`src/verilog/ising_pkg.sv`:
```
// Ising core shared definitions
`default_nettype none

package ising_pkg;

    ////////////////////////////////////////////////////////////
    // sizes
    ////////////////////////////////////////////////////////////
    localparam int NUM_SPIN   = 8;
    localparam int BIT_J      = 4;           // signed weight width
    localparam int J_DEPTH    = NUM_SPIN;    // one J row per spin
    localparam int FLIP_DEPTH = 16;          // also the sweep limit
    localparam int FIELD_W    = 8;           // local field accumulator
    localparam int SWEEP_W    = 5;           // holds 0 to 16 sweeps

    // derived address and index widths
    localparam int IDX_W   = $clog2(NUM_SPIN);
    localparam int J_AW    = $clog2(J_DEPTH);
    localparam int FLIP_AW = $clog2(FLIP_DEPTH);
    localparam int HOST_AW = 4;
    localparam int HOST_DW = 32;

    // host bank select encoding
    localparam logic BANK_J    = 1'b0;
    localparam logic BANK_FLIP = 1'b1;

    ////////////////////////////////////////////////////////////
    // payload types
    ////////////////////////////////////////////////////////////
    typedef logic [NUM_SPIN-1:0] spin_vec_t;         // 1 is +1, 0 is -1
    typedef logic signed [BIT_J-1:0] j_weight_t;
    typedef j_weight_t [NUM_SPIN-1:0] j_row_t;       // weight j sits at slice j
    typedef logic [NUM_SPIN-1:0] flip_word_t;        // set bit inverts a decision

    // one host write into either bank
    typedef struct packed {
        logic               valid;
        logic               bank;    // 0 J, 1 flip
        logic [HOST_AW-1:0] addr;
        logic [HOST_DW-1:0] data;
    } host_wr_t;

endpackage

`default_nettype wire

```
`src/verilog/ising_anneal.sv`:
```
// Ising annealing engine
`timescale 1ns/1ps
`default_nettype none

module ising_anneal (
    input  logic                           clk_i,
    input  logic                           rst_n_i,
    input  logic                           start_i,
    input  logic [ising_pkg::SWEEP_W-1:0]  num_sweeps_i,
    input  ising_pkg::spin_vec_t           spin_init_i,
    output logic                           j_ren_o,
    output logic [ising_pkg::J_AW-1:0]     j_raddr_o,
    input  ising_pkg::j_row_t              j_rdata_i,
    output logic                           flip_ren_o,
    output logic [ising_pkg::FLIP_AW-1:0]  flip_raddr_o,
    input  ising_pkg::flip_word_t          flip_rdata_i,
    output ising_pkg::spin_vec_t           spins_o,
    output logic                           busy_o,
    output logic                           done_o
);

    import ising_pkg::*;

    typedef enum logic [2:0] {
        ST_IDLE,
        ST_FLIP,    // fetch flip word of the sweep
        ST_ROW,     // fetch J row of the current spin
        ST_UPD,     // rewrite the current spin
        ST_FIN      // one closing cycle before done
    } state_e;

    state_e                    state_q;
    spin_vec_t                 spin_q;
    flip_word_t                flip_q;
    logic [IDX_W-1:0]          spin_idx_q;
    logic [SWEEP_W-1:0]        sweep_idx_q;
    logic [SWEEP_W-1:0]        sweep_tot_q;
    logic signed [FIELD_W-1:0] field;
    logic                      new_spin;
    logic                      start_ok;
    logic                      last_spin;
    logic                      last_sweep;

    assign start_ok   = start_i && (state_q == ST_IDLE);   // starts while busy are dropped
    assign last_spin  = (spin_idx_q == IDX_W'(NUM_SPIN - 1));
    assign last_sweep = ((sweep_idx_q + SWEEP_W'(1)) == sweep_tot_q);

    ////////////////////////////////////////////////////////////
    // spin decision
    ////////////////////////////////////////////////////////////
    local_field u_local_field (
        .row_i      (j_rdata_i  ),
        .spins_i    (spin_q     ),   // already holds this sweep's earlier updates
        .self_idx_i (spin_idx_q ),
        .field_o    (field      )
    );

    // field >= 0 gives +1, then the sweep mask may invert it
    assign new_spin = ~field[FIELD_W-1] ^ flip_q[spin_idx_q];

    // bank read strobes follow the phase directly
    assign j_ren_o      = (state_q == ST_ROW);
    assign j_raddr_o    = spin_idx_q;
    assign flip_ren_o   = (state_q == ST_FLIP);
    assign flip_raddr_o = sweep_idx_q[FLIP_AW-1:0];

    assign spins_o = spin_q;
    assign busy_o  = (state_q != ST_IDLE);

    ////////////////////////////////////////////////////////////
    // sweep sequencer
    ////////////////////////////////////////////////////////////
    always_ff @(posedge clk_i) begin
        if (!rst_n_i) begin
            state_q     <= ST_IDLE;
            spin_q      <= '0;
            spin_idx_q  <= '0;
            sweep_idx_q <= '0;
            sweep_tot_q <= '0;
            done_o      <= 1'b0;
        end else begin
            done_o <= 1'b0;
            case (state_q)
                ST_IDLE: begin
                    if (start_ok) begin
                        spin_q      <= spin_init_i;
                        spin_idx_q  <= '0;
                        sweep_idx_q <= '0;
                        sweep_tot_q <= num_sweeps_i;
                        state_q     <= (num_sweeps_i == '0) ? ST_FIN : ST_FLIP;
                    end
                end
                ST_FLIP: state_q <= ST_ROW;
                ST_ROW:  state_q <= ST_UPD;
                ST_UPD: begin
                    spin_q[spin_idx_q] <= new_spin;
                    if (last_spin) begin
                        spin_idx_q <= '0;
                        if (last_sweep) begin
                            state_q <= ST_FIN;
                        end else begin
                            sweep_idx_q <= sweep_idx_q + SWEEP_W'(1);
                            state_q     <= ST_FLIP;
                        end
                    end else begin
                        spin_idx_q <= spin_idx_q + IDX_W'(1);
                        state_q    <= ST_ROW;
                    end
                end
                ST_FIN: begin
                    done_o  <= 1'b1;     // busy drops on the same edge
                    state_q <= ST_IDLE;
                end
                default: state_q <= ST_IDLE;
            endcase
        end
    end

    // flip data is valid in the first row fetch of each sweep
    always_ff @(posedge clk_i) begin
        if ((state_q == ST_ROW) && (spin_idx_q == '0)) begin
            flip_q <= flip_rdata_i;
        end
    end

    // done only once every requested sweep has run to its last spin
    a_done_at_end: assert property (
        @(posedge clk_i) disable iff (!rst_n_i)
        done_o |-> ((spin_idx_q == '0) && ((sweep_tot_q == '0) || last_sweep))
    ) else $error("done raised before the last sweep ended");

    a_sweep_limit: assert property (
        @(posedge clk_i) disable iff (!rst_n_i)
        start_ok |=> (sweep_tot_q <= FLIP_DEPTH)
    ) else $error("sweep count %0d exceeds flip depth", sweep_tot_q);

endmodule

`default_nettype wire

```
`src/verilog/ising_core_top.sv`:
```
// Ising core top level
`timescale 1ns/1ps
`default_nettype none

module ising_core_top (
    input  logic                           clk_i,
    input  logic                           rst_n_i,
    input  ising_pkg::host_wr_t            host_wr_i,
    input  logic                           start_i,
    input  logic [ising_pkg::SWEEP_W-1:0]  num_sweeps_i,
    input  ising_pkg::spin_vec_t           spin_init_i,
    output ising_pkg::spin_vec_t           spins_o,
    output logic                           busy_o,
    output logic                           done_o
);

    import ising_pkg::*;

    logic               j_ren;
    logic [J_AW-1:0]    j_raddr;
    j_row_t             j_rdata;
    logic               flip_ren;
    logic [FLIP_AW-1:0] flip_raddr;
    flip_word_t         flip_rdata;

    ////////////////////////////////////////////////////////////
    // memory banks
    ////////////////////////////////////////////////////////////
    l1_bank #(
        .payload_t (j_row_t      ),
        .DEPTH     (J_DEPTH      ),
        .BANK_ID   (BANK_J       )
    ) u_j_bank (
        .clk_i     (clk_i        ),
        .rst_n_i   (rst_n_i      ),
        .host_wr_i (host_wr_i    ),
        .ren_i     (j_ren        ),
        .raddr_i   (j_raddr      ),
        .rdata_o   (j_rdata      )
    );

    l1_bank #(
        .payload_t (flip_word_t  ),
        .DEPTH     (FLIP_DEPTH   ),
        .BANK_ID   (BANK_FLIP    )
    ) u_flip_bank (
        .clk_i     (clk_i        ),
        .rst_n_i   (rst_n_i      ),
        .host_wr_i (host_wr_i    ),   // same strobe, bank field selects
        .ren_i     (flip_ren     ),
        .raddr_i   (flip_raddr   ),
        .rdata_o   (flip_rdata   )
    );

    ////////////////////////////////////////////////////////////
    // annealing engine
    ////////////////////////////////////////////////////////////
    ising_anneal u_anneal (
        .clk_i        (clk_i        ),
        .rst_n_i      (rst_n_i      ),
        .start_i      (start_i      ),
        .num_sweeps_i (num_sweeps_i ),
        .spin_init_i  (spin_init_i  ),
        .j_ren_o      (j_ren        ),
        .j_raddr_o    (j_raddr      ),
        .j_rdata_i    (j_rdata      ),
        .flip_ren_o   (flip_ren     ),
        .flip_raddr_o (flip_raddr   ),
        .flip_rdata_i (flip_rdata   ),
        .spins_o      (spins_o      ),
        .busy_o       (busy_o       ),
        .done_o       (done_o       )
    );

endmodule

`default_nettype wire

```
`src/verilog/l1_bank.sv`:
```
// L1 memory bank
`timescale 1ns/1ps
`default_nettype none

module l1_bank #(
    parameter type  payload_t = logic,
    parameter int   DEPTH     = 8,
    parameter logic BANK_ID   = 1'b0
) (
    input  logic                     clk_i,
    input  logic                     rst_n_i,
    input  ising_pkg::host_wr_t      host_wr_i,
    input  logic                     ren_i,
    input  logic [$clog2(DEPTH)-1:0] raddr_i,
    output payload_t                 rdata_o
);

    payload_t mem_q [DEPTH];
    logic     wr_hit;

    // only writes aimed at this bank and inside its range are taken
    assign wr_hit = host_wr_i.valid && (host_wr_i.bank == BANK_ID)
                    && (host_wr_i.addr < DEPTH);

    ////////////////////////////////////////////////////////////
    // storage
    ////////////////////////////////////////////////////////////
    always_ff @(posedge clk_i) begin
        if (wr_hit) begin
            mem_q[host_wr_i.addr[$clog2(DEPTH)-1:0]] <= host_wr_i.data[$bits(payload_t)-1:0];
        end
    end

    // registered read port, data holds until the next strobe
    always_ff @(posedge clk_i) begin
        if (!rst_n_i) begin
            rdata_o <= '0;
        end else if (ren_i) begin
            rdata_o <= mem_q[raddr_i];
        end
    end

    a_raddr_range: assert property (
        @(posedge clk_i) disable iff (!rst_n_i)
        ren_i |-> (!$isunknown(raddr_i) && (raddr_i < DEPTH))
    ) else $error("l1_bank %0d read address %0d unknown or beyond depth", BANK_ID, raddr_i);

endmodule

`default_nettype wire

```
`src/verilog/local_field.sv`:
```
// Local field adder
`timescale 1ns/1ps
`default_nettype none

module local_field (
    input  ising_pkg::j_row_t                     row_i,
    input  ising_pkg::spin_vec_t                  spins_i,
    input  logic [ising_pkg::IDX_W-1:0]           self_idx_i,
    output logic signed [ising_pkg::FIELD_W-1:0]  field_o
);

    import ising_pkg::*;

    ////////////////////////////////////////////////////////////
    // signed sum over neighbours
    ////////////////////////////////////////////////////////////
    always_comb begin
        logic signed [FIELD_W-1:0] acc;
        logic signed [FIELD_W-1:0] w;

        acc = '0;
        for (int j = 0; j < NUM_SPIN; j++) begin
            w = FIELD_W'($signed(row_i[j]));    // sign extend the weight
            // diagonal term skipped
            if (j != int'(self_idx_i)) begin
                if (spins_i[j]) begin
                    acc = acc + w;              // spin +1
                end else begin
                    acc = acc - w;              // spin -1
                end
            end
        end
        field_o = acc;
    end

endmodule

`default_nettype wire
```
`config.mk`:
```
export PLATFORM = sky130hd
export DESIGN_NAME = ising_core_top
export DESIGN_NICKNAME = d
export VERILOG_FILES = /design/src/verilog/ising_pkg.sv /design/src/verilog/ising_anneal.sv /design/src/verilog/ising_core_top.sv /design/src/verilog/l1_bank.sv /design/src/verilog/local_field.sv
export SDC_FILE = /design/constraint.sdc
export NUM_CORES = 1
export LEC_CHECK = 0
export BUFFER_PORTS_ARGS = -buffer_cell sky130_fd_sc_hd__buf_2
export CAP_MARGIN = 0
export CORE_ASPECT_RATIO = 0.9
export CORE_MARGIN = 5
export CORE_UTILIZATION = 45
export DETAILED_ROUTE_END_ITERATION = 7
export MAX_ROUTING_LAYER = met4
export PLACE_DENSITY = 0.7
export SYNTH_ARGS = -nofsm -noshare
export SYNTH_HDL_FRONTEND = slang
export SYNTH_SLANG_ARGS = --single-unit
```
`constraint.sdc`:
```
create_clock -name clk_i -period 12.2 [get_ports clk_i]
set_clock_uncertainty 0.05 [all_clocks]
set_input_delay 0 -clock clk_i [delete_from_list [all_inputs] [get_ports clk_i]]
set_output_delay 0 -clock clk_i [all_outputs]
set_load 0.1 [all_outputs]
```
# [Yosys cells after proc, flatten, opt, wreduce, memory -nomap -nowiden]
# Memory sizes are Yosys's and may differ from the RTL's. A register that Yosys moved wholly into a read port is not among the register bits.
# Index checks and enable logic that the tools add are counted.
[op_classes] addsub=17 n_lt_le_gt_ge=3 n_eq_ne=16 muxes=40 bitwise_logic=3 n_reduce_logical=17
[ops] operator="$mux W8" n=17
[ops] operator="$add A8 B4 Y8" n=7
[ops] operator="$sub A8 B4 Y8" n=7
[ops] operator="$mux W3" n=6
[ops] operator="$pmux W8 S2" n=1
[ops] operator="$mux W5" n=3
[ops] operator="$ne A3 B3 Y1 const A" n=4
[ops] operator="$pmux W3 S4" n=1
[ops] operator="$pmux W5 S2" n=1
[ops] operator="$bwmux W8" n=1
[ops] operator="$mux W1" n=7
[ops] operator="$eq A3 B2 Y1 const B" n=2
[ops] operator="$eq A3 B3 Y1 const B" n=2
[ops] operator="$logic_and A1 B1 Y1" n=6
[ops] operator="$logic_not A3 Y1" n=2
[ops] operator="$ne A2 B3 Y1 const A" n=2
[ops] operator="$pmux W3 S2" n=1
[ops] operator="$reduce_bool A3 Y1" n=2
[ops] operator="$add A5 B1 Y5 const B" n=1
[ops] operator="$eq A5 B5 Y1" n=1
[ops] operator="$logic_not A5 Y1" n=1
[ops] operator="$sub A1 B4 Y5 const A" n=1
[ops] operator="$lt A3 B4 Y1 const B" n=1
[ops] operator="$lt A4 B4 Y1 const B" n=1
[ops] operator="other kinds (14)" n=18
[word_totals] regBits=33 ram_bits=384 in_bits=54 out_inout_bits=10 wordCells=105 memories=2
[mem_list] memory="u_j_bank.mem_q" words=8 word_bits=32 rd=1 rd_ports_with_merged_regs=1 wr=1 line_no="l1_bank.sv:18" source="payload_t mem_q [DEPTH];"
[mem_list] memory="u_flip_bank.mem_q" words=16 word_bits=8 rd=1 rd_ports_with_merged_regs=1 wr=1 line_no="l1_bank.sv:18"

# [Logic depth before layout (Yosys ltp)]
[logic_depth] ltp_word=28 depth_mapped=47 depth_no_buf=44

# [By module]
# Synthesis repeated with hierarchy kept, for this count alone.
[hier_totals] hier_cells=1620 hier_area_um2=21448.1
[modules_own_cells] mod="l1_bank (u_j_bank)" instances=1 cells_each=599 area_each_um2=10830.4 seq_area_each_um2=8328.0
[modules_own_cells] mod="l1_bank (u_flip_bank)" instances=1 cells_each=320 area_each_um2=5335.1 seq_area_each_um2=4003.8
[modules_own_cells] mod="local_field" instances=1 cells_each=487 area_each_um2=3412.0 seq_area_each_um2=0.0
[modules_own_cells] mod="ising_anneal" instances=1 cells_each=214 area_each_um2=1870.5 seq_area_each_um2=740.7

# [Worst setup path after synthesis]
# No wires, ideal clock.
[synth_timing] path_kind="register to register" start="register u_anneal.spin_q[1], in the netlist u_anneal.spins_o[1]" end="register u_anneal.spin_q[0], in the netlist u_anneal.spins_o[0]" setup_time_ns=0.063 t_arrival_ns=8.593 required_ns=12.087 slack_ns=3.494 stages_incl_launch_ff=31 path_buffers=1 period_less_slack_ns=8.706 path_cell_list="dfxtp_1 > clkbuf_1 > mux2_2 > fa_1 > mux2_4 > fa_1 > mux2_2 > fa_1 > mux2_4 > fa_1 > mux2_2 > fa_1 > xor2_1 > mux2_2 > ha_1 > a21o_1 > a21oi_1 > o21bai_1 > a21oi_1 > xnor2_1 > mux2_2 > ha_1 > nand3_1 > nor3_1 > o21ai_1 > o211ai_2 > mux2i_1 > xnor3_1 > xnor2_2 > nand4_1 > nand3_1"
[synth_via] elab_chain_cells=24 elab_cells_between_ends=30 classes_between="add/sub (12); mux (16); bitwise (2)"
[synth_rtl] item="start: declaration" line_no="ising_anneal.sv:33" source="spin_vec_t spin_q;"
[synth_rtl] item="start signal: assignment" line_no="ising_anneal.sv:86" source="spin_q <= spin_init_i;"
[synth_rtl] item="start signal: indexed assignment" line_no="ising_anneal.sv:96" source="spin_q[spin_idx_q] <= new_spin;"
[synth_rtl] item="$mux W8 (*)" line_no="local_field.sv:26" source="if (spins_i[j]) begin"
[synth_rtl] item="$mux W8 (*)" line_no="local_field.sv:25" source="if (j != int'(self_idx_i)) begin"
[synth_rtl] item="$sub A8 B4 Y8 or $add A8 B4 Y8 (tied branches)" line_no="local_field.sv:29, local_field.sv:27"
[synth_rtl] item="$mux W8" line_no="local_field.sv:26"
[synth_rtl] item="$mux W8 (*)" line_no="local_field.sv:25"
[synth_rtl] item="$sub A8 B4 Y8 or $add A8 B4 Y8 (tied branches)" line_no="local_field.sv:29, local_field.sv:27"
[synth_rtl] item="$mux W8" line_no="local_field.sv:26"
[synth_rtl] item="$mux W8 (*)" line_no="local_field.sv:25"
[synth_rtl] item="[... 8 more ...]"
[synth_rtl] item="$mux W8 (*)" line_no="local_field.sv:25"
[synth_rtl] item="$sub A8 B4 Y8 or $add A8 B4 Y8 (tied branches)" line_no="local_field.sv:29, local_field.sv:27"
[synth_rtl] item="$mux W8" line_no="local_field.sv:26"
[synth_rtl] item="$mux W8 (*)" line_no="local_field.sv:25"
[synth_rtl] item="$not A1 Y1 (*)" line_no="ising_anneal.sv:59" source="assign new_spin = ~field[FIELD_W-1] ^ flip_q[spin_idx_q];"
[synth_rtl] item="$xor A1 B1 Y1 (*)" line_no="ising_anneal.sv:59"
[synth_rtl] item="$bwmux W8 (*)" line_no="ising_anneal.sv:96"
[synth_rtl] item="$pmux W8 S2 (*)" line_no="ising_anneal.sv:83" source="case (state_q)"
# Every way passes the cells marked *; elsewhere a longest branch is shown, timed or not.
# A chain may end at the register's enable or synchronous reset.

# [Final worst setup path]
[layout_timing] start="register u_anneal.spin_idx_q[1], in the netlist u_anneal.j_raddr_o[1]" end="register u_anneal.spin_q[5], in the netlist u_anneal.spins_o[5]"
[layout_via] elab_chain_cells=27 elab_cells_between_ends=48 classes_between="add/sub (14); order compare (2); eq/ne (7); mux (21); bitwise (2); reduce/logical (2)"
[layout_rtl] item="start: declaration" line_no="ising_anneal.sv:35" source="logic [IDX_W-1:0] spin_idx_q;"
[layout_rtl] item="start signal: assignment" line_no="ising_anneal.sv:106" source="spin_idx_q <= spin_idx_q + IDX_W'(1);"
[layout_rtl] item="$reduce_bool A3 Y1" line_no="local_field.sv:25"
[layout_rtl] item="$mux W8" line_no="local_field.sv:25"
[layout_rtl] item="$sub A8 B4 Y8 or $add A8 B4 Y8 (tied branches)" line_no="local_field.sv:29, local_field.sv:27"
[layout_rtl] item="$mux W8" line_no="local_field.sv:26"
[layout_rtl] item="$mux W8" line_no="local_field.sv:25"
[layout_rtl] item="$sub A8 B4 Y8 or $add A8 B4 Y8 (tied branches)" line_no="local_field.sv:29, local_field.sv:27"
[layout_rtl] item="$mux W8" line_no="local_field.sv:26"
[layout_rtl] item="$mux W8" line_no="local_field.sv:25"
[layout_rtl] item="[... 11 more ...]"
[layout_rtl] item="$mux W8" line_no="local_field.sv:25"
[layout_rtl] item="$sub A8 B4 Y8 or $add A8 B4 Y8 (tied branches)" line_no="local_field.sv:29, local_field.sv:27"
[layout_rtl] item="$mux W8" line_no="local_field.sv:26"
[layout_rtl] item="$mux W8" line_no="local_field.sv:25"
[layout_rtl] item="$not A1 Y1" line_no="ising_anneal.sv:59"
[layout_rtl] item="$xor A1 B1 Y1" line_no="ising_anneal.sv:59"
[layout_rtl] item="$bwmux W8 (*)" line_no="ising_anneal.sv:96"
[layout_rtl] item="$pmux W8 S2 (*)" line_no="ising_anneal.sv:83"
# Every way passes the cells marked *; elsewhere a longest branch is shown, timed or not. The select of a mux whose other input is x is not followed.

==> impl_results.md <==
* PwrDens at 224.2 mW/mm^2
* RePlAce Congestion at 0.8395
* Die ar. at 0.05110 sq mm
* TritonCTS clock tree: done
* Final net count at 1751
* CP startpoint kind: flop
* TritonRoute pass-1 iters at 5
* Post-DP HPWL at 31.65 mm
* Status: finished clean
* Kind of cell adding the most delay to the critical path: adder cells
* DP Area at 0.02199 sq mm
* Largest net degree at the start of global routing at 80
* ANT nets after route at 0
* Drt drc at 0
* Leak at 0.008502 uW
* Asr flop ratio synth at 0
* Clock power share at 0.267
* Slowest cell delay on critical path at 0.67 ns
* Via-to-Cell Ratio at 5.753
* Seq/Total Area, Yosys at 0.6223
* Mapped Cells at 1514
* Placed Instances at 2136
* Root buffer selected by CTS: clkbuf_16
* Fill count at 3805
* Initial antenna violation count at 3
* Clock latency on the worst-skew pair at 0.59 ns
* Initial DRC Count at 1154
* Buf/Inv on CP at 1
* Initial Utilization at 0.4531
* CTS H-tree lvls at 2
* Worst path most repeated cell: ha_1
* CP Data Arrival Time at 10.17 ns
* Storage element area at 0.01308 sq mm
* Num CTS Buffers at 48
* Core area at 0.04636 sq mm
* Clk pin slew, worst setup/hold paths at 0.06 ns
* Number of synthesized register bits at 457
* Critical R2R Launch: u_anneal.j_raddr_o[1]
* Worst slew pin tran at 1.238 ns
* Critical Path RT at 12.65 ns
* Mapped Nets at 1643
* DR vias at 13120
* Max frequency at 102.9 MHz
* Port bufs at 63
* Hold crit path type: in2reg
* Layout cells sized above 1 at 0.1770
* Fin. Hold Viols at 0
* Row cnt at 75
* Setup_tns at 0 ns
* Internal Power at 3540 uW
* Final setup vio count at 0
* Routed WL at 50.05 mm
* Area Overhead vs Synth at 14.75%
* Commonest cells after routing, fill and taps aside: edfxtp_1 (392), nand2_1 (111), nor2_1 (91), o21ai_0 (77), ha_1 (69)
* Syn_area_per_cell at 13.87 sq um
* Non-filler instance count after layout at 2280
* Worst hold start: host_wr_i[34]
* IO Pins at 64
* Worst vdd ir at 0.2980 mV
* DIE WIDTH at 237.7 microns
* Comb pwr share at 0.406
* Die Y at 215.0 microns
* Post-synth EDFFs at 392
* Sequential share of power at 0.327
* Total gr overflow at 0
* Per-cell routed wire length at 21.95 microns
* CP Max Fanout at 33
* Final Max Slew Viols at 0
* RSZ-0062 raised after global routing: no
* Commonest non-fill, non-tap cell in the layout: edfxtp_1
* First-pass GRT wire length at 77.15 mm
* Cell area after layout at 0.02410 sq mm
* Total clock sinks at 457
* Ys flop type: edfxtp_1
* Area of the multi-input gates at 0.007490 sq mm
* Worst setup EP type: flop
* GRT Total Usage at 0.1998
* Max Cap Viol at 0
* Vias in the first global route at 13070
* Postcts setup bufs at 0
* Post-synth cell types at 74
* Sw Pwr at 1864 uW
* CTS Buffer Depth at 3
* Setup crit start: u_anneal.j_raddr_o[1]
* Critical path's slowest cell: dfxtp_4
* Slew HR at 0.1740
* Final period utilization at 0.7965
* Min cycle time layout at 9.717 ns
* Cell Area, Synth at 0.02101 sq mm
* Critical Setup Path Class: reg2reg
* WHS at 0.08239 ns
* Switch share at 0.3449
* Synth Warn # at 0
==> synthesized netlist by cell type (44+ instances only) <==
library cell  number  area (sq um)
a21oi_1           46         230.2
clkbuf_1          53         198.9
dfxtp_1           65          1301
edfxtp_1         392         11770
ha_1              69         863.3
inv_1             44         165.2
mux2_2            45         506.7
mux2i_1           55         550.5
mux4_2            52          1171
nand2_1          111         416.7
nor2_1            97         364.1
o21ai_0           77         385.4
==> sequential cells by signal, summed over array words and instances (netlist names) <==
name,count
u_j_bank.mem_q,256
u_flip_bank.mem_q,128
u_j_bank.rdata_o,32
u_anneal.flip_q,8
u_anneal.spins_o,8
u_flip_bank.rdata_o,8
u_anneal.sweep_idx_q,5
u_anneal.sweep_tot_q,5
u_anneal.j_raddr_o,3
u_anneal.state_q,3
u_anneal.done_o,1
==> per-stage QoR <==
stage	power [uW]	setup WS (ns)	util
after CTS	5421	2.502	0.5198
after global routing	5770	1.760	0.5199
after detailed placement	3955	2.577	0.4744
after floorplan	3520	3.494	-
after global placement	3869	2.905	0.4744
final	5403	2.483	0.5199
==> metal layers <==
metal,track usage,part of all wire
met1,0.2846,0.44
met4,0.04482,0.019
met2,0.3056,0.47
met3,0.03410,0.081
met5,-,0
==> worst paths after layout <==
kind | to | slack, ns | cells past startpoint
setup reg to reg | u_anneal.spins_o[5] | 2.48 | 36
setup / recovery | u_anneal.spins_o[5] | 2.48 | 36
hold reg to reg | u_anneal.flip_q[7] | 0.39 | 0
hold / removal | u_flip_bank.mem_q[3][6] | 0.08 | 3
==> area by class of cell <==
class / count / area share
flip-flops and latches: 457 / 0.5428
multi-input cells: 933 / 0.3107
clock buffers: 70 / 0.05658
repair buffers: 136 / 0.04122
well taps: 616 / 0.03198
clock inverters: 19 / 0.009032
inverters: 46 / 0.007371
diodes: 3 / 0.0003115
==> power by group through the flow <==
stage / clock, uW / sequential (uW) / combinational (uW)
after floorplan: 0 / 1800 / 1720
after global placement: 0 / 1800 / 2070
after detailed placement: 0 / 1800 / 2160
after CTS: 1470 / 1770 / 2190
after global routing: 1540 / 1770 / 2460
final: 1440 / 1770 / 2190
==> what timing repair did <==
action                    4_1_cts  5_1_grt
hold endpoints to repair      431        0
resized for setup               0        0
hold buffers                   52        0
==> cells by family (layout without fill, tap and decap cells) <==
| group | count (synthesis) | in the layout | share of synthesized area |
|---|---|---|---|
| xor+xnor | 52 | 52 | 0.02305 |
| fa+ha+maj | 75 | 75 | 0.04682 |
| mux | 156 | 156 | 0.1089 |
| buf+inv | 124 | 271 | 0.02377 |
| flops | 457 | 457 | 0.6223 |
| simple gates | 349 | 349 | 0.07654 |
| compound gates | 301 | 301 | 0.09852 |
| other cells | 0 | 3 | 0 |
==> worst reg2reg max path, delay by kind of cell (launching register included) <==
kind | cells | cell delay (ns)
mux | 7 | 2.00
buf+inv | 1 | 0.35
flops | 1 | 0.67
xor+xnor | 6 | 1.38
compound gates | 5 | 0.80
fa+ha+maj | 9 | 3.22
simple gates | 8 | 1.20
No activity file was read; power rests on OpenSTA's default activity.
